File: src/common/fpu_pkg.sv
package fpu_pkg;

    // Single-precision field widths
    localparam int EXP_W = 8;
    localparam int MAN_W = 23;

    // Width of the FCLASS one-hot mask
    localparam int CLASS_MASK_W = 10;

    typedef logic [31:0] fp32_t;  // Float value or integer result
    typedef logic [2:0]  frm_t;   // Function select for misc and compare ops

    // Same bit order as the fflags CSR
    typedef struct packed {
        logic nv;
        logic dz;
        logic of;
        logic uf;
        logic nx;
    } fflags_t;

    // Codes 0 to 12 belong to arithmetic and conversion ops
    typedef enum logic [3:0] {
        FPU_CLASS = 4'd13,
        FPU_CMP   = 4'd14,
        FPU_MISC  = 4'd15
    } fpu_op_e;

    typedef struct packed {
        logic sign;
        logic is_zero;
        logic is_subnormal;
        logic is_normal;
        logic is_inf;
        logic is_nan;
        logic is_snan;
    } fp_class_t;

    // Lane operation after decode
    typedef enum logic [3:0] {
        SGNJ,
        SGNJN,
        SGNJX,
        FMIN,
        FMAX,
        FEQ,
        FLT,
        FLE,
        FCLASS
    } noncomp_op_e;

    // Function field values under FPU_MISC
    localparam frm_t FRM_SGNJ  = 3'd0;
    localparam frm_t FRM_SGNJN = 3'd1;
    localparam frm_t FRM_SGNJX = 3'd2;
    localparam frm_t FRM_FMIN  = 3'd3;
    localparam frm_t FRM_FMAX  = 3'd4;

    // Function field values under FPU_CMP
    localparam frm_t FRM_FLE = 3'd0;
    localparam frm_t FRM_FLT = 3'd1;
    localparam frm_t FRM_FEQ = 3'd2;

    localparam fp32_t CANONICAL_NAN = 32'h7fc00000;

endpackage

File: src/fpu/fpu_classify.sv
`timescale 1ns/1ns

module fpu_classify (
    input  fpu_pkg::fp32_t     value_i,
    output fpu_pkg::fp_class_t class_o
);
    import fpu_pkg::*;

    logic [EXP_W-1:0] exp_f;
    logic [MAN_W-1:0] man_f;
    logic             exp_zero;
    logic             exp_ones;
    logic             man_zero;

    // Fields and class bits are all taken from value_i in one pass
    always_comb begin
        exp_f    = value_i[MAN_W +: EXP_W];
        man_f    = value_i[MAN_W-1:0];
        exp_zero = (exp_f == '0);
        exp_ones = (exp_f == '1);
        man_zero = (man_f == '0);

        class_o.sign         = value_i[EXP_W+MAN_W];
        class_o.is_zero      = exp_zero & man_zero;
        class_o.is_subnormal = exp_zero & ~man_zero;
        class_o.is_normal    = ~exp_zero & ~exp_ones;
        class_o.is_inf       = exp_ones & man_zero;
        class_o.is_nan       = exp_ones & ~man_zero;
        class_o.is_snan      = exp_ones & ~man_zero & ~man_f[MAN_W-1];  // Quiet bit clear

        assert ($onehot({class_o.is_zero, class_o.is_subnormal, class_o.is_normal,
                         class_o.is_inf, class_o.is_nan}))
        else $error("fpu_classify: class bits of %h not one-hot", value_i);
    end

endmodule

File: src/fpu/fpu_noncomp_lane.sv
`timescale 1ns/1ns

module fpu_noncomp_lane (
    input  fpu_pkg::noncomp_op_e op_i,
    input  fpu_pkg::fp32_t       a_i,
    input  fpu_pkg::fp32_t       b_i,
    output fpu_pkg::fp32_t       result_o,
    output fpu_pkg::fflags_t     fflags_o
);
    import fpu_pkg::*;

    fp_class_t               a_cls;
    fp_class_t               b_cls;
    logic                    any_nan;
    logic                    any_snan;
    logic                    both_zero;
    logic                    mag_lt;
    logic                    mag_gt;
    logic                    a_below_b;
    logic                    cmp_eq;
    logic                    cmp_lt;
    logic [CLASS_MASK_W-1:0] class_mask;

    fpu_classify classify_a_i (
        .value_i (a_i),
        .class_o (a_cls)
    );

    fpu_classify classify_b_i (
        .value_i (b_i),
        .class_o (b_cls)
    );

    assign any_nan   = a_cls.is_nan | b_cls.is_nan;
    assign any_snan  = a_cls.is_snan | b_cls.is_snan;
    assign both_zero = a_cls.is_zero & b_cls.is_zero;

    assign mag_lt = (a_i[30:0] < b_i[30:0]);
    assign mag_gt = (a_i[30:0] > b_i[30:0]);

    // Total order on non-NaN values, -0 sits below +0
    assign a_below_b = (a_i[31] != b_i[31]) ? a_i[31] :
                       (a_i[31] ? mag_gt : mag_lt);

    // Compares treat the two zeros as equal
    assign cmp_eq = ~any_nan & ((a_i == b_i) | both_zero);
    assign cmp_lt = ~any_nan & a_below_b & ~both_zero;

    // RISC-V FCLASS bit order, bit 0 is -inf
    assign class_mask = {
        a_cls.is_nan & ~a_cls.is_snan,         // qNaN
        a_cls.is_snan,
        ~a_cls.sign & a_cls.is_inf,
        ~a_cls.sign & a_cls.is_normal,
        ~a_cls.sign & a_cls.is_subnormal,
        ~a_cls.sign & a_cls.is_zero,
        a_cls.sign & a_cls.is_zero,
        a_cls.sign & a_cls.is_subnormal,
        a_cls.sign & a_cls.is_normal,
        a_cls.sign & a_cls.is_inf              // -inf
    };

    always_comb begin
        result_o = '0;
        fflags_o = '0;
        case (op_i)
            SGNJ:   result_o = {b_i[31], a_i[30:0]};
            SGNJN:  result_o = {~b_i[31], a_i[30:0]};
            SGNJX:  result_o = {a_i[31] ^ b_i[31], a_i[30:0]};
            FMIN, FMAX: begin
                fflags_o.nv = any_snan;
                if (a_cls.is_nan && b_cls.is_nan) begin
                    result_o = CANONICAL_NAN;
                end else if (a_cls.is_nan) begin
                    result_o = b_i;
                end else if (b_cls.is_nan) begin
                    result_o = a_i;
                end else if ((op_i == FMIN) == a_below_b) begin
                    result_o = a_i;
                end else begin
                    result_o = b_i;
                end
            end
            FEQ: begin
                result_o    = {31'b0, cmp_eq};
                fflags_o.nv = any_snan;  // Quiet compare
            end
            FLT: begin
                result_o    = {31'b0, cmp_lt};
                fflags_o.nv = any_nan;   // Signalling compare
            end
            FLE: begin
                result_o    = {31'b0, cmp_lt | cmp_eq};
                fflags_o.nv = any_nan;
            end
            FCLASS: result_o = {{(32-CLASS_MASK_W){1'b0}}, class_mask};
            default: result_o = '0;
        endcase
    end

endmodule

File: src/fpu/fpu_pipeline.sv
`timescale 1ns/1ns

module fpu_pipeline #(
    parameter int DATA_W  = 32,
    parameter int LATENCY = 2
) (
    input  logic              clk,
    input  logic              arst_n_i,
    input  logic              valid_i,
    output logic              ready_o,
    input  logic [DATA_W-1:0] data_i,
    output logic              valid_o,
    input  logic              ready_i,
    output logic [DATA_W-1:0] data_o
);

    logic [LATENCY-1:0]             vld_q;
    logic [LATENCY-1:0][DATA_W-1:0] dat_q;
    logic [LATENCY-1:0]             up_valid;
    logic [LATENCY-1:0][DATA_W-1:0] up_data;
    logic [LATENCY-1:0]             dn_ready;
    logic [LATENCY-1:0]             stg_ready;

    for (genvar i = 0; i < LATENCY; i++) begin : g_stage
        if (i == 0) begin : g_first
            assign up_valid[i] = valid_i;
            assign up_data[i]  = data_i;
        end else begin : g_mid
            assign up_valid[i] = vld_q[i-1];
            assign up_data[i]  = dat_q[i-1];
        end

        if (i == LATENCY - 1) begin : g_last
            assign dn_ready[i] = ready_i;
        end else begin : g_inner
            assign dn_ready[i] = stg_ready[i+1];
        end

        // Free slot or the next stage drains this one
        assign stg_ready[i] = ~vld_q[i] | dn_ready[i];

        always_ff @(posedge clk or negedge arst_n_i) begin
            if (!arst_n_i) begin
                vld_q[i] <= 1'b0;
            end else if (stg_ready[i]) begin
                vld_q[i] <= up_valid[i];
            end
        end

        always_ff @(posedge clk) begin
            if (stg_ready[i] && up_valid[i]) begin
                dat_q[i] <= up_data[i];
            end
        end
    end

    assign ready_o = stg_ready[0];
    assign valid_o = vld_q[LATENCY-1];
    assign data_o  = dat_q[LATENCY-1];

    a_out_hold: assert property (@(posedge clk) disable iff (!arst_n_i)
        valid_o && !ready_i |=> valid_o && $stable(data_o))
    else $error("fpu_pipeline: output changed while stalled");

endmodule

File: src/fpu/fpu_unit.sv
`timescale 1ns/1ns

module fpu_unit #(
    parameter int NUM_LANES = 4,
    parameter int TAGW      = 4,
    parameter int LATENCY   = 2
) (
    input  logic                               clk,
    input  logic                               arst_n_i,

    input  logic                               valid_i,
    output logic                               ready_o,
    input  logic [TAGW-1:0]                    tag_i,
    input  fpu_pkg::fpu_op_e                   op_type_i,
    input  fpu_pkg::frm_t                      frm_i,
    input  fpu_pkg::fp32_t   [NUM_LANES-1:0]   dataa_i,
    input  fpu_pkg::fp32_t   [NUM_LANES-1:0]   datab_i,

    output logic                               valid_o,
    input  logic                               ready_i,
    output logic [TAGW-1:0]                    tag_o,
    output fpu_pkg::fp32_t   [NUM_LANES-1:0]   result_o,
    output logic                               has_fflags_o,
    output fpu_pkg::fflags_t [NUM_LANES-1:0]   fflags_o
);
    import fpu_pkg::*;

    typedef struct packed {
        logic [TAGW-1:0]           tag;
        logic                      has_fflags;
        fp32_t   [NUM_LANES-1:0]   result;
        fflags_t [NUM_LANES-1:0]   fflags;
    } payload_t;

    localparam int DATA_W = $bits(payload_t);

    noncomp_op_e                 dec_op;
    logic                        dec_has_fflags;
    fp32_t   [NUM_LANES-1:0]     lane_result;
    fflags_t [NUM_LANES-1:0]     lane_fflags;
    payload_t                    pipe_in;
    payload_t                    pipe_out;

    always_comb begin
        dec_op         = SGNJ;
        dec_has_fflags = 1'b0;
        case (op_type_i)
            FPU_MISC: begin
                case (frm_i)
                    FRM_SGNJ:  dec_op = SGNJ;
                    FRM_SGNJN: dec_op = SGNJN;
                    FRM_SGNJX: dec_op = SGNJX;
                    FRM_FMIN: begin
                        dec_op         = FMIN;
                        dec_has_fflags = 1'b1;
                    end
                    FRM_FMAX: begin
                        dec_op         = FMAX;
                        dec_has_fflags = 1'b1;
                    end
                    default:   dec_op = SGNJ;
                endcase
            end
            FPU_CMP: begin
                dec_has_fflags = 1'b1;
                case (frm_i)
                    FRM_FLE: dec_op = FLE;
                    FRM_FLT: dec_op = FLT;
                    FRM_FEQ: dec_op = FEQ;
                    default: dec_op = FEQ;  // Unused codes
                endcase
            end
            FPU_CLASS: dec_op = FCLASS;
            default:   dec_op = SGNJ;
        endcase
    end

    // One datapath per thread lane, all driven by the same decode
    for (genvar l = 0; l < NUM_LANES; l++) begin : g_lane
        fpu_noncomp_lane lane_i (
            .op_i     (dec_op),
            .a_i      (dataa_i[l]),
            .b_i      (datab_i[l]),
            .result_o (lane_result[l]),
            .fflags_o (lane_fflags[l])
        );
    end

    assign pipe_in.tag        = tag_i;
    assign pipe_in.has_fflags = dec_has_fflags;
    assign pipe_in.result     = lane_result;
    assign pipe_in.fflags     = lane_fflags;

    fpu_pipeline #(
        .DATA_W  (DATA_W),
        .LATENCY (LATENCY)
    ) pipeline_i (
        .clk      (clk),
        .arst_n_i (arst_n_i),
        .valid_i  (valid_i),
        .ready_o  (ready_o),
        .data_i   (pipe_in),
        .valid_o  (valid_o),
        .ready_i  (ready_i),
        .data_o   (pipe_out)
    );

    assign tag_o        = pipe_out.tag;
    assign has_fflags_o = pipe_out.has_fflags;
    assign result_o     = pipe_out.result;
    assign fflags_o     = pipe_out.fflags;

    a_op_supported: assert property (@(posedge clk) disable iff (!arst_n_i)
        valid_i && ready_o |-> op_type_i inside {FPU_CMP, FPU_CLASS, FPU_MISC})
    else $error("fpu_unit: unsupported op_type %0d accepted", op_type_i);

    // Request must not change while waiting for ready_o
    a_in_stable: assert property (@(posedge clk) disable iff (!arst_n_i)
        valid_i && !ready_o |=>
            valid_i && $stable({tag_i, op_type_i, frm_i, dataa_i, datab_i}))
    else $error("fpu_unit: request changed while stalled");

endmodule

File: config.mk
export PLATFORM = sky130hd
export DESIGN_NAME = fpu_unit
export DESIGN_NICKNAME = d
export VERILOG_FILES = /design/src/common/fpu_pkg.sv /design/src/fpu/fpu_classify.sv /design/src/fpu/fpu_noncomp_lane.sv /design/src/fpu/fpu_pipeline.sv /design/src/fpu/fpu_unit.sv
export SDC_FILE = /design/constraint.sdc
export NUM_CORES = 1
export LEC_CHECK = 0
export BUFFER_PORTS_ARGS = -buffer_cell sky130_fd_sc_hd__buf_4
export CORE_ASPECT_RATIO = 0.5
export CORE_UTILIZATION = 50
export CTS_CLUSTER_SIZE = 20
export DETAILED_ROUTE_END_ITERATION = 10
export HOLD_SLACK_MARGIN = 0.12
export PLACE_DENSITY_LB_ADDON = 0.08
export SYNTH_ARGS = -nofsm -noshare
export SYNTH_HDL_FRONTEND = slang
export SYNTH_SLANG_ARGS = --single-unit
File: constraint.sdc
create_clock -name clk -period 8.15 [get_ports clk]
set_input_delay 0.4075 -clock clk [delete_from_list [all_inputs] [get_ports clk]]
set_output_delay 0.4075 -clock clk [all_outputs]
set_load 0.02 [all_outputs]
# Word-level counts from Yosys, hierarchy flattened
# Index checks and enable logic that the tools add are counted.
# totals
register_bits	276
inputBits	271
# op_classes
magnitude_cmp	8
eq_ne	35
muxes	37
bitwise_logic	156
n_reduce_logical	28
# op_table
cell	count
one-hot mux 32 bit (8 select lines)	4
2-to-1 mux 32 bit	16
logical NOT 23 bit	8
equality test 32 bit	4
greater-than comparator 31 bit	4
less-than comparator 31 bit	4
AND 1 bit	88
equality test 8 bit, second input constant	8
logical NOT 8 bit	8
inverter 1 bit	46
bitwise OR 1 bit	18
equality test 4 x 3 -> 1 bit, second input constant	4
equality test 4 bit, second input constant	4
one-hot mux 3 bit (4 select lines)	1
one-hot mux 4 bit (3 select lines)	1
one-hot mux 1 bit (2 select lines)	5
2-to-1 mux 1 bit	9
equality test 4 x 2 -> 1 bit, second input constant	2
equality test 3 x 2 -> 1 bit, second input constant	2
logical AND 1 bit	6
OR reduction 2 bit	3
equality test 1 bit	4
equality test 4 x 1 -> 1 bit, second input constant	1
logical NOT 4 bit	1
other kinds (7)	13

# Logic depth before layout (Yosys ltp)
# Gate-level depths: netlist of run 1.
# logic_depth
word_depth	10
depth_mapped	12

# By module
# From an unflattened synthesis of run 1, not the netlist that was laid out.
# unflattened
hier_cells	1639
hier_area_um2	18536.5
# modules_own_cells
mod	n_inst	cells_each	area_per_inst_um2	seq_area_each_um2
fpu_pipeline	1	467	10441.3	9238.9
fpu_noncomp_lane (g_lane[1].lane_i ...)	3	247	1702.9	0.0
fpu_noncomp_lane (g_lane[0].lane_i)	1	236	1646.6	0.0
fpu_classify	8	23	157.7	0.0
fpu_unit	1	11	78.8	0.0

# Worst setup path after synthesis of run 1
# Ideal clock, no wire load.
# synth_path
kind	flip-flop to flip-flop
start	register pipeline_i.vld_q[1], in the netlist pipeline_i.valid_o
end	register pipeline_i.dat_q[100] (netlist name) (enable)
setup_time_ps	512
arrival_ps	3924
required_ps	7638
slack_ps	3714
stages_incl_launch_ff	3
path_buffers	0
synth_period_minus_slack_ps	4436
cell_sequence	dfrtp_1 -> nand3b_1 -> and2_1
# synth_between
elab_chain_len	4
# synth_lines
item	line	source
from (decl)	fpu_pipeline.sv:17	logic [LATENCY-1:0] vld_q;
from (signal, indexed assignment)	fpu_pipeline.sv:46	vld_q[i] <= up_valid[i];
inverter 1 bit	fpu_pipeline.sv:40	assign stg_ready[i] = ~vld_q[i] | dn_ready[i];
bitwise OR 1 bit (2 in a row)	fpu_pipeline.sv:40	
via ready_o	fpu_unit.sv:12	output logic ready_o,
logical AND 1 bit	fpu_pipeline.sv:51	if (stg_ready[i] && up_valid[i]) begin
to (signal, indexed assignment)	fpu_pipeline.sv:52	dat_q[i] <= up_data[i];
to (decl)	fpu_pipeline.sv:18	logic [LATENCY-1:0][DATA_W-1:0] dat_q;
# The timed path passes the listed nets, and every way through them passes these cells.
# A chain may end at the register's enable or synchronous reset.

# Worst setup path after layout of run 1
# layout_path
start	input port datab_i[125] (netlist name)
end	register pipeline_i.dat_q[117] (netlist name) (data pin)
# layout_between
elab_chain_len	9
elab_cells_between_ends	13
classes_between	2 x order compare; 2 x eq/ne; 7 x mux; 1 x bitwise; 1 x reduce/logical
# layout_lines
item	line	source
from (decl)	fpu_unit.sv:17	input fpu_pkg::fp32_t [NUM_LANES-1:0] datab_i,
less-than comparator 31 bit / greater-than comparator 31 bit (equally long branches)	fpu_noncomp_lane.sv:38, fpu_noncomp_lane.sv:39	
2-to-1 mux 1 bit	fpu_noncomp_lane.sv:43	(a_i[31] ? mag_gt : mag_lt);
2-to-1 mux 1 bit	fpu_noncomp_lane.sv:42	assign a_below_b = (a_i[31] != b_i[31]) ? a_i[31] :
equality test 1 bit	fpu_noncomp_lane.sv:78	end else if ((op_i == FMIN) == a_below_b) begin
2-to-1 mux 32 bit	fpu_noncomp_lane.sv:78	
2-to-1 mux 32 bit	fpu_noncomp_lane.sv:76	end else if (b_cls.is_nan) begin
2-to-1 mux 32 bit	fpu_noncomp_lane.sv:74	end else if (a_cls.is_nan) begin
2-to-1 mux 32 bit *	fpu_noncomp_lane.sv:72	if (a_cls.is_nan && b_cls.is_nan) begin
one-hot mux 32 bit (8 select lines) *	fpu_noncomp_lane.sv:66	case (op_i)
via g_lane[3].lane_i.result_o[1]	fpu_noncomp_lane.sv:7	output fpu_pkg::fp32_t result_o,
# The timed path passes the listed nets; every way through them passes the cells marked *.

==> results.py, run 1 <==
metrics = {
    "route": {
        "drtAntennaViolNets": 0,
        "drc": 0,
        "postRouteWirelength_mm": 46.3,
        "num_vias": 12600,
        "wl_per_cell_um": 21.5,
        "drtIter0Drc": 924,
        "first_pass_iters": 7,
        "avgViaCountPerCell": 5.84,
    },
    "floorplanning": {
        "rows": 46,
        "die_w_um": 256,
        "start_util": 0.509,
        "die_height_um": 129,
        "die_area_um2": 33100,
        "top_level_ports": 426,
        "core_area_um2": 31700,
    },
    "cells_and_area": {
        "seq_area_um2": 8280,
        "syn_to_final_growth_pct": 20.8,
        "multi_input_area_um2": 6170,
        "final_cell_mix": "buf_4, edfxtp_1, inv_1",
        "fin_nets": 2098,
        "layout_commonest_cell": "buf_4",
        "drive_gt1_frac": 0.281,
        "nFillCells": 2570,
    },
    "placement": {
        "portBuffers": 409,
        "dp_slack_ns": 4.08,
        "gp_congestion": 0.945,
        "dp_hpwl_mm": 35.5,
    },
    "timing": {
        "worst_slack_ns": 4.50,
        "setup_viol": 0,
        "finalSetupTns_ns": 0,
        "timing.fmax_ghz": 0.274,
        "rsz0062_at_grt": "false",
        "slew_viol_final": 0,
        "fin_hold_ws_ns": 0.162,
        "slew_headroom": 0.204,
        "clock_skew_ns": 0.00650,
        "hold_violations": 0,
        "tightest_slew_ns": 1.19,
        "min_period_over_period": 0.448,
        "final.min_clock_period_ns": 3.65,
    },
    "synth": {
        "synthArstFlopShare": 0.00725,
        "yosysUniqueCellTypes": 67,
        "synth.cell_area_um2": 16200,
        "syn_inst": 1427,
        "synth_edf_count": 274,
        "ys_ff_latch": 276,
        "syn-mean-instance-area_um2": 11.3,
        "yosysSeqAreaShare": 0.512,
        "synthFlopType": "edfxtp_1",
        "yosys_warnings": 0,
    },
    "worst_setup_path": {
        "arrival_ns": 4.07,
        "startpoint_type": "primary input",
        "worstSetupPathType": "in2reg",
        "end_kind": "flop",
        "reg2reg_depth": 4,
        "cp_max_fo": 30,
        "crit_required_ns": 8.57,
    },
    "clocking": {
        "cts_root_buf": "clkbuf_16",
        "cts.sinks": 276,
        "clk_latency_ns": 0.55,
        "cts_tree": "done",
        "post_cts_resized": 0,
        "numCtsBuffers": 26,
        "h-tree-depth": 1,
        "clockBufferDepth": 3,
        "path_clk_slew_ns": 0.07,
        "post_cts_buffers": 0,
    },
    "global_route": {
        "grt_first_pass_wirelength_mm": 68.4,
        "overflow": 0,
        "antenna_found_initial": 3,
        "track_usage": 0.269,
        "grt_start_max_net_pins": 83,
        "first_global_vias": 12000,
    },
    "worst_hold_path": {
        "hold_path.class": "in2reg",
        "hold_depth": 2,
    },
    "power_and_ir_drop": {
        "power_leakage_nw": 8.18,
        "p_per_area_nw_per_um2": 184,
        "peakVddDrop_v": 0.000154,
    },
    "run": {
        "drv_cap": 0,
    },
    "run_status": {
        "status": "finished clean",
    },
}
==> repair_timing <==
item,in CTS,in global routing
hold buffers,6,0
endpoints found under the hold margin,7,0
setup endpoints to repair,0,0
==> cell usage after synthesis, drive strengths merged, types with 9 or more instances <==
cell      n  area share
a211oi    9      0.0045
a21o     11      0.0051
a21oi    56       0.017
a221o    42       0.026
a221oi    9      0.0057
a22o     58       0.031
a32o     27       0.017
and3     14      0.0054
buf     170       0.077
clkbuf   22      0.0051
edfxtp  274        0.51
ha      124       0.096
inv     132       0.031
nand2    77       0.018
nand2b   12      0.0046
nand3    29      0.0090
nand4    46       0.018
nor2     60       0.014
nor3     45       0.014
nor4     65       0.026
o21ai    43       0.013
==> final cells by class <==
type                    instances  share of cell area
clock buffers                  31              0.0354
repair buffers                425               0.164
multi-input cells             842               0.316
flip-flops and latches        276               0.424
diodes                          3            0.000385
well taps                     432              0.0277
inverters                     132              0.0254
clock inverters                16             0.00692
==> cell families (layout without fill, tap and decap cells) <==
logic type,count (synthesis),count (layout),share of synthesized area
and+or+nand+nor,387,387,0.126
buffers and inverters,324,604,0.112
AOI/OAI and AO/OA,309,309,0.150
DFF,276,276,0.512
adders and majority gates,124,124,0.0960
xor gates and xnor gates,6,6,0.00325
other,1,19,0.000232
==> sequential cells by signal (all words and copies together), names as in the netlist <==
register	count
pipeline_i.dat_q	137
pipeline_i.up_valid	1
pipeline_i.data_o	137
pipeline_i.valid_o	1
==> worst max-delay path, cell delays in order <==
cell      delay [ns]
buf_4           0.10
inv_1           0.04
ha_1            0.30
nand4_1         0.16
nor4_1          0.58
nand3_1         0.28
and2_1          0.27
a221oi_2        0.43
o311a_1         0.30
a21o_1          0.87
a221o_1         0.31
==> metrics by stage <==
stage,total power (W),utilization,instances,instance area [µm²]
floorplan,0.00216,-,1442,16200
global placement,0.00239,0.587,2101,18600
detailed placement,0.00241,0.587,2101,18600
CTS,0.00361,0.615,2154,19500
global route,0.00372,0.615,2157,19500
finish,0.00359,0.615,2157,19500
==> where the power goes <==
part	leakage, nW	internal [W]	total, W	switching [W]
Sequential	2.67	0.00170	0.00173	0.0000310
Clock	0.389	0.000667	0.00121	0.000540
Combinational	5.11	0.000277	0.000654	0.000377
Total	8.18	0.00264	0.00359	0.000947
==> path summary, 6_finish.rpt <==
kind	startpoint	endpoint	slack, ns
max	datab_i[125]	pipeline_i.dat_q[117]	4.50
min	datab_i[84]	pipeline_i.dat_q[104]	0.16
max reg2reg	pipeline_i.valid_o	pipeline_i.dat_q[111]	5.30
min reg2reg	pipeline_i.dat_q[113]	pipeline_i.data_o[113]	0.41
max in group asynchronous	arst_n_i	pipeline_i.valid_o	7.89
min in group asynchronous	arst_n_i	pipeline_i.up_valid[1]	0.17
==> metal layers <==
layer  vias to the layer above  global-route usage  share of wire
met5                         -                   0              0
met4                         0              0.0754          0.023
met3                        64              0.0460          0.063
met2                       482               0.442           0.47
met1                      6157               0.370           0.44
li1                       5898                   -              -
(Power assumes the default switching activity.)
==> run 2, diff against run 1 <==
Settings changed: CORE_UTILIZATION 50 to 49.
Clock period 8.15 ns to 3.2 ns, I/O delays scaled along.
==> run 2 against run 1 <==
Effect of this change: global-route usage is 3.4 points higher; non-clock buffer count is 323 higher; sequential power grew to 2.5 times the previous value; sequential share of layout area is 6.6 points lower; core utilization is 11 points higher; cell area is 18% higher; register-to-register slack worse by 4.1 ns; critical path depth is 2 higher; worst setup slack worse by 4.5 ns; die area is 2.0% higher; sequential cell count stayed put; clock skew is 0.0054 ns higher; critical endpoint is now pipeline_i.dat_q[54].
==> results.py, run 2 (same netlist as run 1, synthesis figures left out) <==
metrics = {
    "global_route": {
        "antenna_found_initial": 1,
        "track_usage": 0.302,
        "grt_first_pass_wirelength_mm": 78.4,
        "first_global_vias": 14000,
        "overflow": 0,
        "grt_start_max_net_pins": 74,
    },
    "worst_setup_path": {
        "rr_endpoint": "pipeline_i.dat_q[67]",
        "r2r_slack_ns": 1.25,
        "startpoint_type": "primary input",
        "arrival_ns": 3.50,
        "path_buf_inv": 4,
        "worstSetupPathType": "in2reg",
        "r2r_start": "pipeline_i.valid_o",
        "reg2reg_depth": 3,
        "crit_path_frequent_cell": "o211ai_4",
        "crit_family": "compound AO/OA/AOI/OAI gates",
        "cp_max_fo": 7,
        "cpMaxStageDelayCell": "or4b_4",
        "path_cells": "dlygate4sd3_1, buf_4, clkinvlp_4, ha_4, and4_1, nand4_1, or4b_4, o211ai_4, o211ai_4, a211oi_4, o31ai_4, clkbuf_16, a221o_1",
        "crit_required_ns": 3.50,
        "end_kind": "flop",
        "max_stage_delay_ns": 0.62,
    },
    "route": {
        "drc": 0,
        "wl_per_cell_um": 21.7,
        "drtIter0Drc": 1230,
        "avgViaCountPerCell": 5.81,
        "postRouteWirelength_mm": 53.8,
        "drtAntennaViolNets": 0,
        "num_vias": 14400,
        "first_pass_iters": 5,
    },
    "timing": {
        "finalSetupTns_ns": 0,
        "min_period_over_period": 0.999,
        "rsz0062_at_grt": "true",
        "timing.fmax_ghz": 0.313,
        "clock_skew_ns": 0.0119,
        "tightest_slew_ns": 0.856,
        "worst_slack_ns": 0.00439,
        "slew_headroom": 0.429,
        "hold_violations": 0,
        "final.min_clock_period_ns": 3.20,
        "slew_viol_final": 0,
        "setup_viol": 0,
    },
    "worst_hold_path": {
        "hp-start": "dataa_i[0]",
        "worstHoldEndpoint": "pipeline_i.dat_q[20]",
        "hold_path.class": "in2reg",
        "hold_depth": 5,
    },
    "clocking": {
        "path_clk_slew_ns": 0.07,
        "clockBufferDepth": 3,
        "numCtsBuffers": 26,
        "cts_tree": "done",
        "cts_root_buf": "clkbuf_16",
        "h-tree-depth": 1,
        "cts.sinks": 276,
        "clk_latency_ns": 0.55,
    },
    "floorplanning": {
        "die_w_um": 259,
        "die_height_um": 130,
        "die_area_um2": 33700,
        "top_level_ports": 426,
        "rows": 46,
        "start_util": 0.504,
        "core_area_um2": 32100,
    },
    "power_and_ir_drop": {
        "peakVddDrop_v": 0.000312,
        "power_leakage_nw": 9.71,
        "clkPwrFrac": 0.322,
        "combPwrFrac": 0.219,
        "p_sw_w": 0.00257,
        "intPower_w": 0.00704,
        "finalPower_w": 0.00961,
        "p_per_area_nw_per_um2": 416,
        "seqPwrFrac": 0.459,
        "p_sw_frac": 0.268,
    },
    "cells_and_area": {
        "fin_nets": 2423,
        "syn_to_final_growth_pct": 43.1,
        "final_cell_mix": "buf_4, edfxtp_1, dlygate4sd3_1",
        "fin_cells": 2479,
        "drive_gt1_frac": 0.287,
        "final_core_util": 0.721,
        "layout_commonest_cell": "buf_4",
    },
    "placement": {
        "dp_slack_ns": -0.101,
        "gp_congestion": 0.947,
        "dp_hpwl_mm": 37.6,
        "dp.cells": 2155,
        "portBuffers": 409,
    },
    "run_status": {
        "status": "finished clean",
    },
    "run": {
        "drv_cap": 0,
    },
}
-- run 2: changes by cell type in the layout (fill, tap and decap cells not counted), moves of 3 or more --
cell           before  now
a221oi_1            7    4
buf_12              0    9
buf_6               0    7
clkinv_1            7    3
and3_4              0    3
ha_1              124  117
dlygate4sd3_1       6  261
and3_1             14   11
buf_4             419  465
clkbuf_16          27   31
ha_4                0    7
-- run 2: final cells by class --
cell class,count,area (µm²)
tap,432,541
timing repair buffer,748,6490
multi-input combinational,844,6480
sequential,276,8280
antenna,2,5.00
clock inverter,13,129
inverter,132,499
fill,2226,8950
clock buffer,32,694
-- run 2: worst max path at each step --
stage	startpoint	to	slack, ns	cells past startpoint
floorplan	pipeline_i.valid_o	pipeline_i.dat_q[100]	0.28	2
global placement	dataa_i[94]	pipeline_i.dat_q[100]	-0.02	12
detailed placement	dataa_i[94]	pipeline_i.dat_q[97]	-0.10	12
CTS	dataa_i[20]	pipeline_i.dat_q[38]	0.007	13
global route	datab_i[54]	pipeline_i.dat_q[54]	-0.08	13
finish	datab_i[54]	pipeline_i.dat_q[54]	0.004	13
-- run 2: timing repair --
action                                  in CTS  in global routing
hold endpoints to repair                   138                  0
gates resized for setup                      0                 58
endpoints found under the setup margin       0                108
setup buffers                                0                  8
hold buffers                               263                  0
-- run 2: layer usage --
metal | up-vias | GRT usage | routed length (µm)
met2 | 767 | 0.508 | 25700
met3 | 140 | 0.0515 | 4260
met1 | 6935 | 0.401 | 22100
li1 | 6558 | - | -
met5 | - | 0 | 0
met4 | 0 | 0.103 | 1750
-- run 2: worst reg2reg max path, cell delays in order, from the launching register on --
cell and delay, ns:
dfrtp_1 0.41, nand3b_1 0.16, and2_4 0.61, buf_4 0.45
-- run 2: through the flow --
step	instance area, µm²	hold slack (ns)
2_1_floorplan	16200	-0.136
3_3_place_gp	19100	-0.0561
3_5_place_dp	19100	-0.0546
4_1_cts	22600	0.125
5_1_grt	23100	0.179
6_report	23100	0.158
-- run 2: power by group through the flow --
stage               clock [W]  combinational [W]  sequential [W]
global route          0.00326            0.00225         0.00443
global placement            0            0.00168         0.00447
floorplan                   0            0.00101         0.00446
finish                0.00310            0.00210         0.00441
detailed placement          0            0.00171         0.00448
CTS                   0.00313            0.00198         0.00441
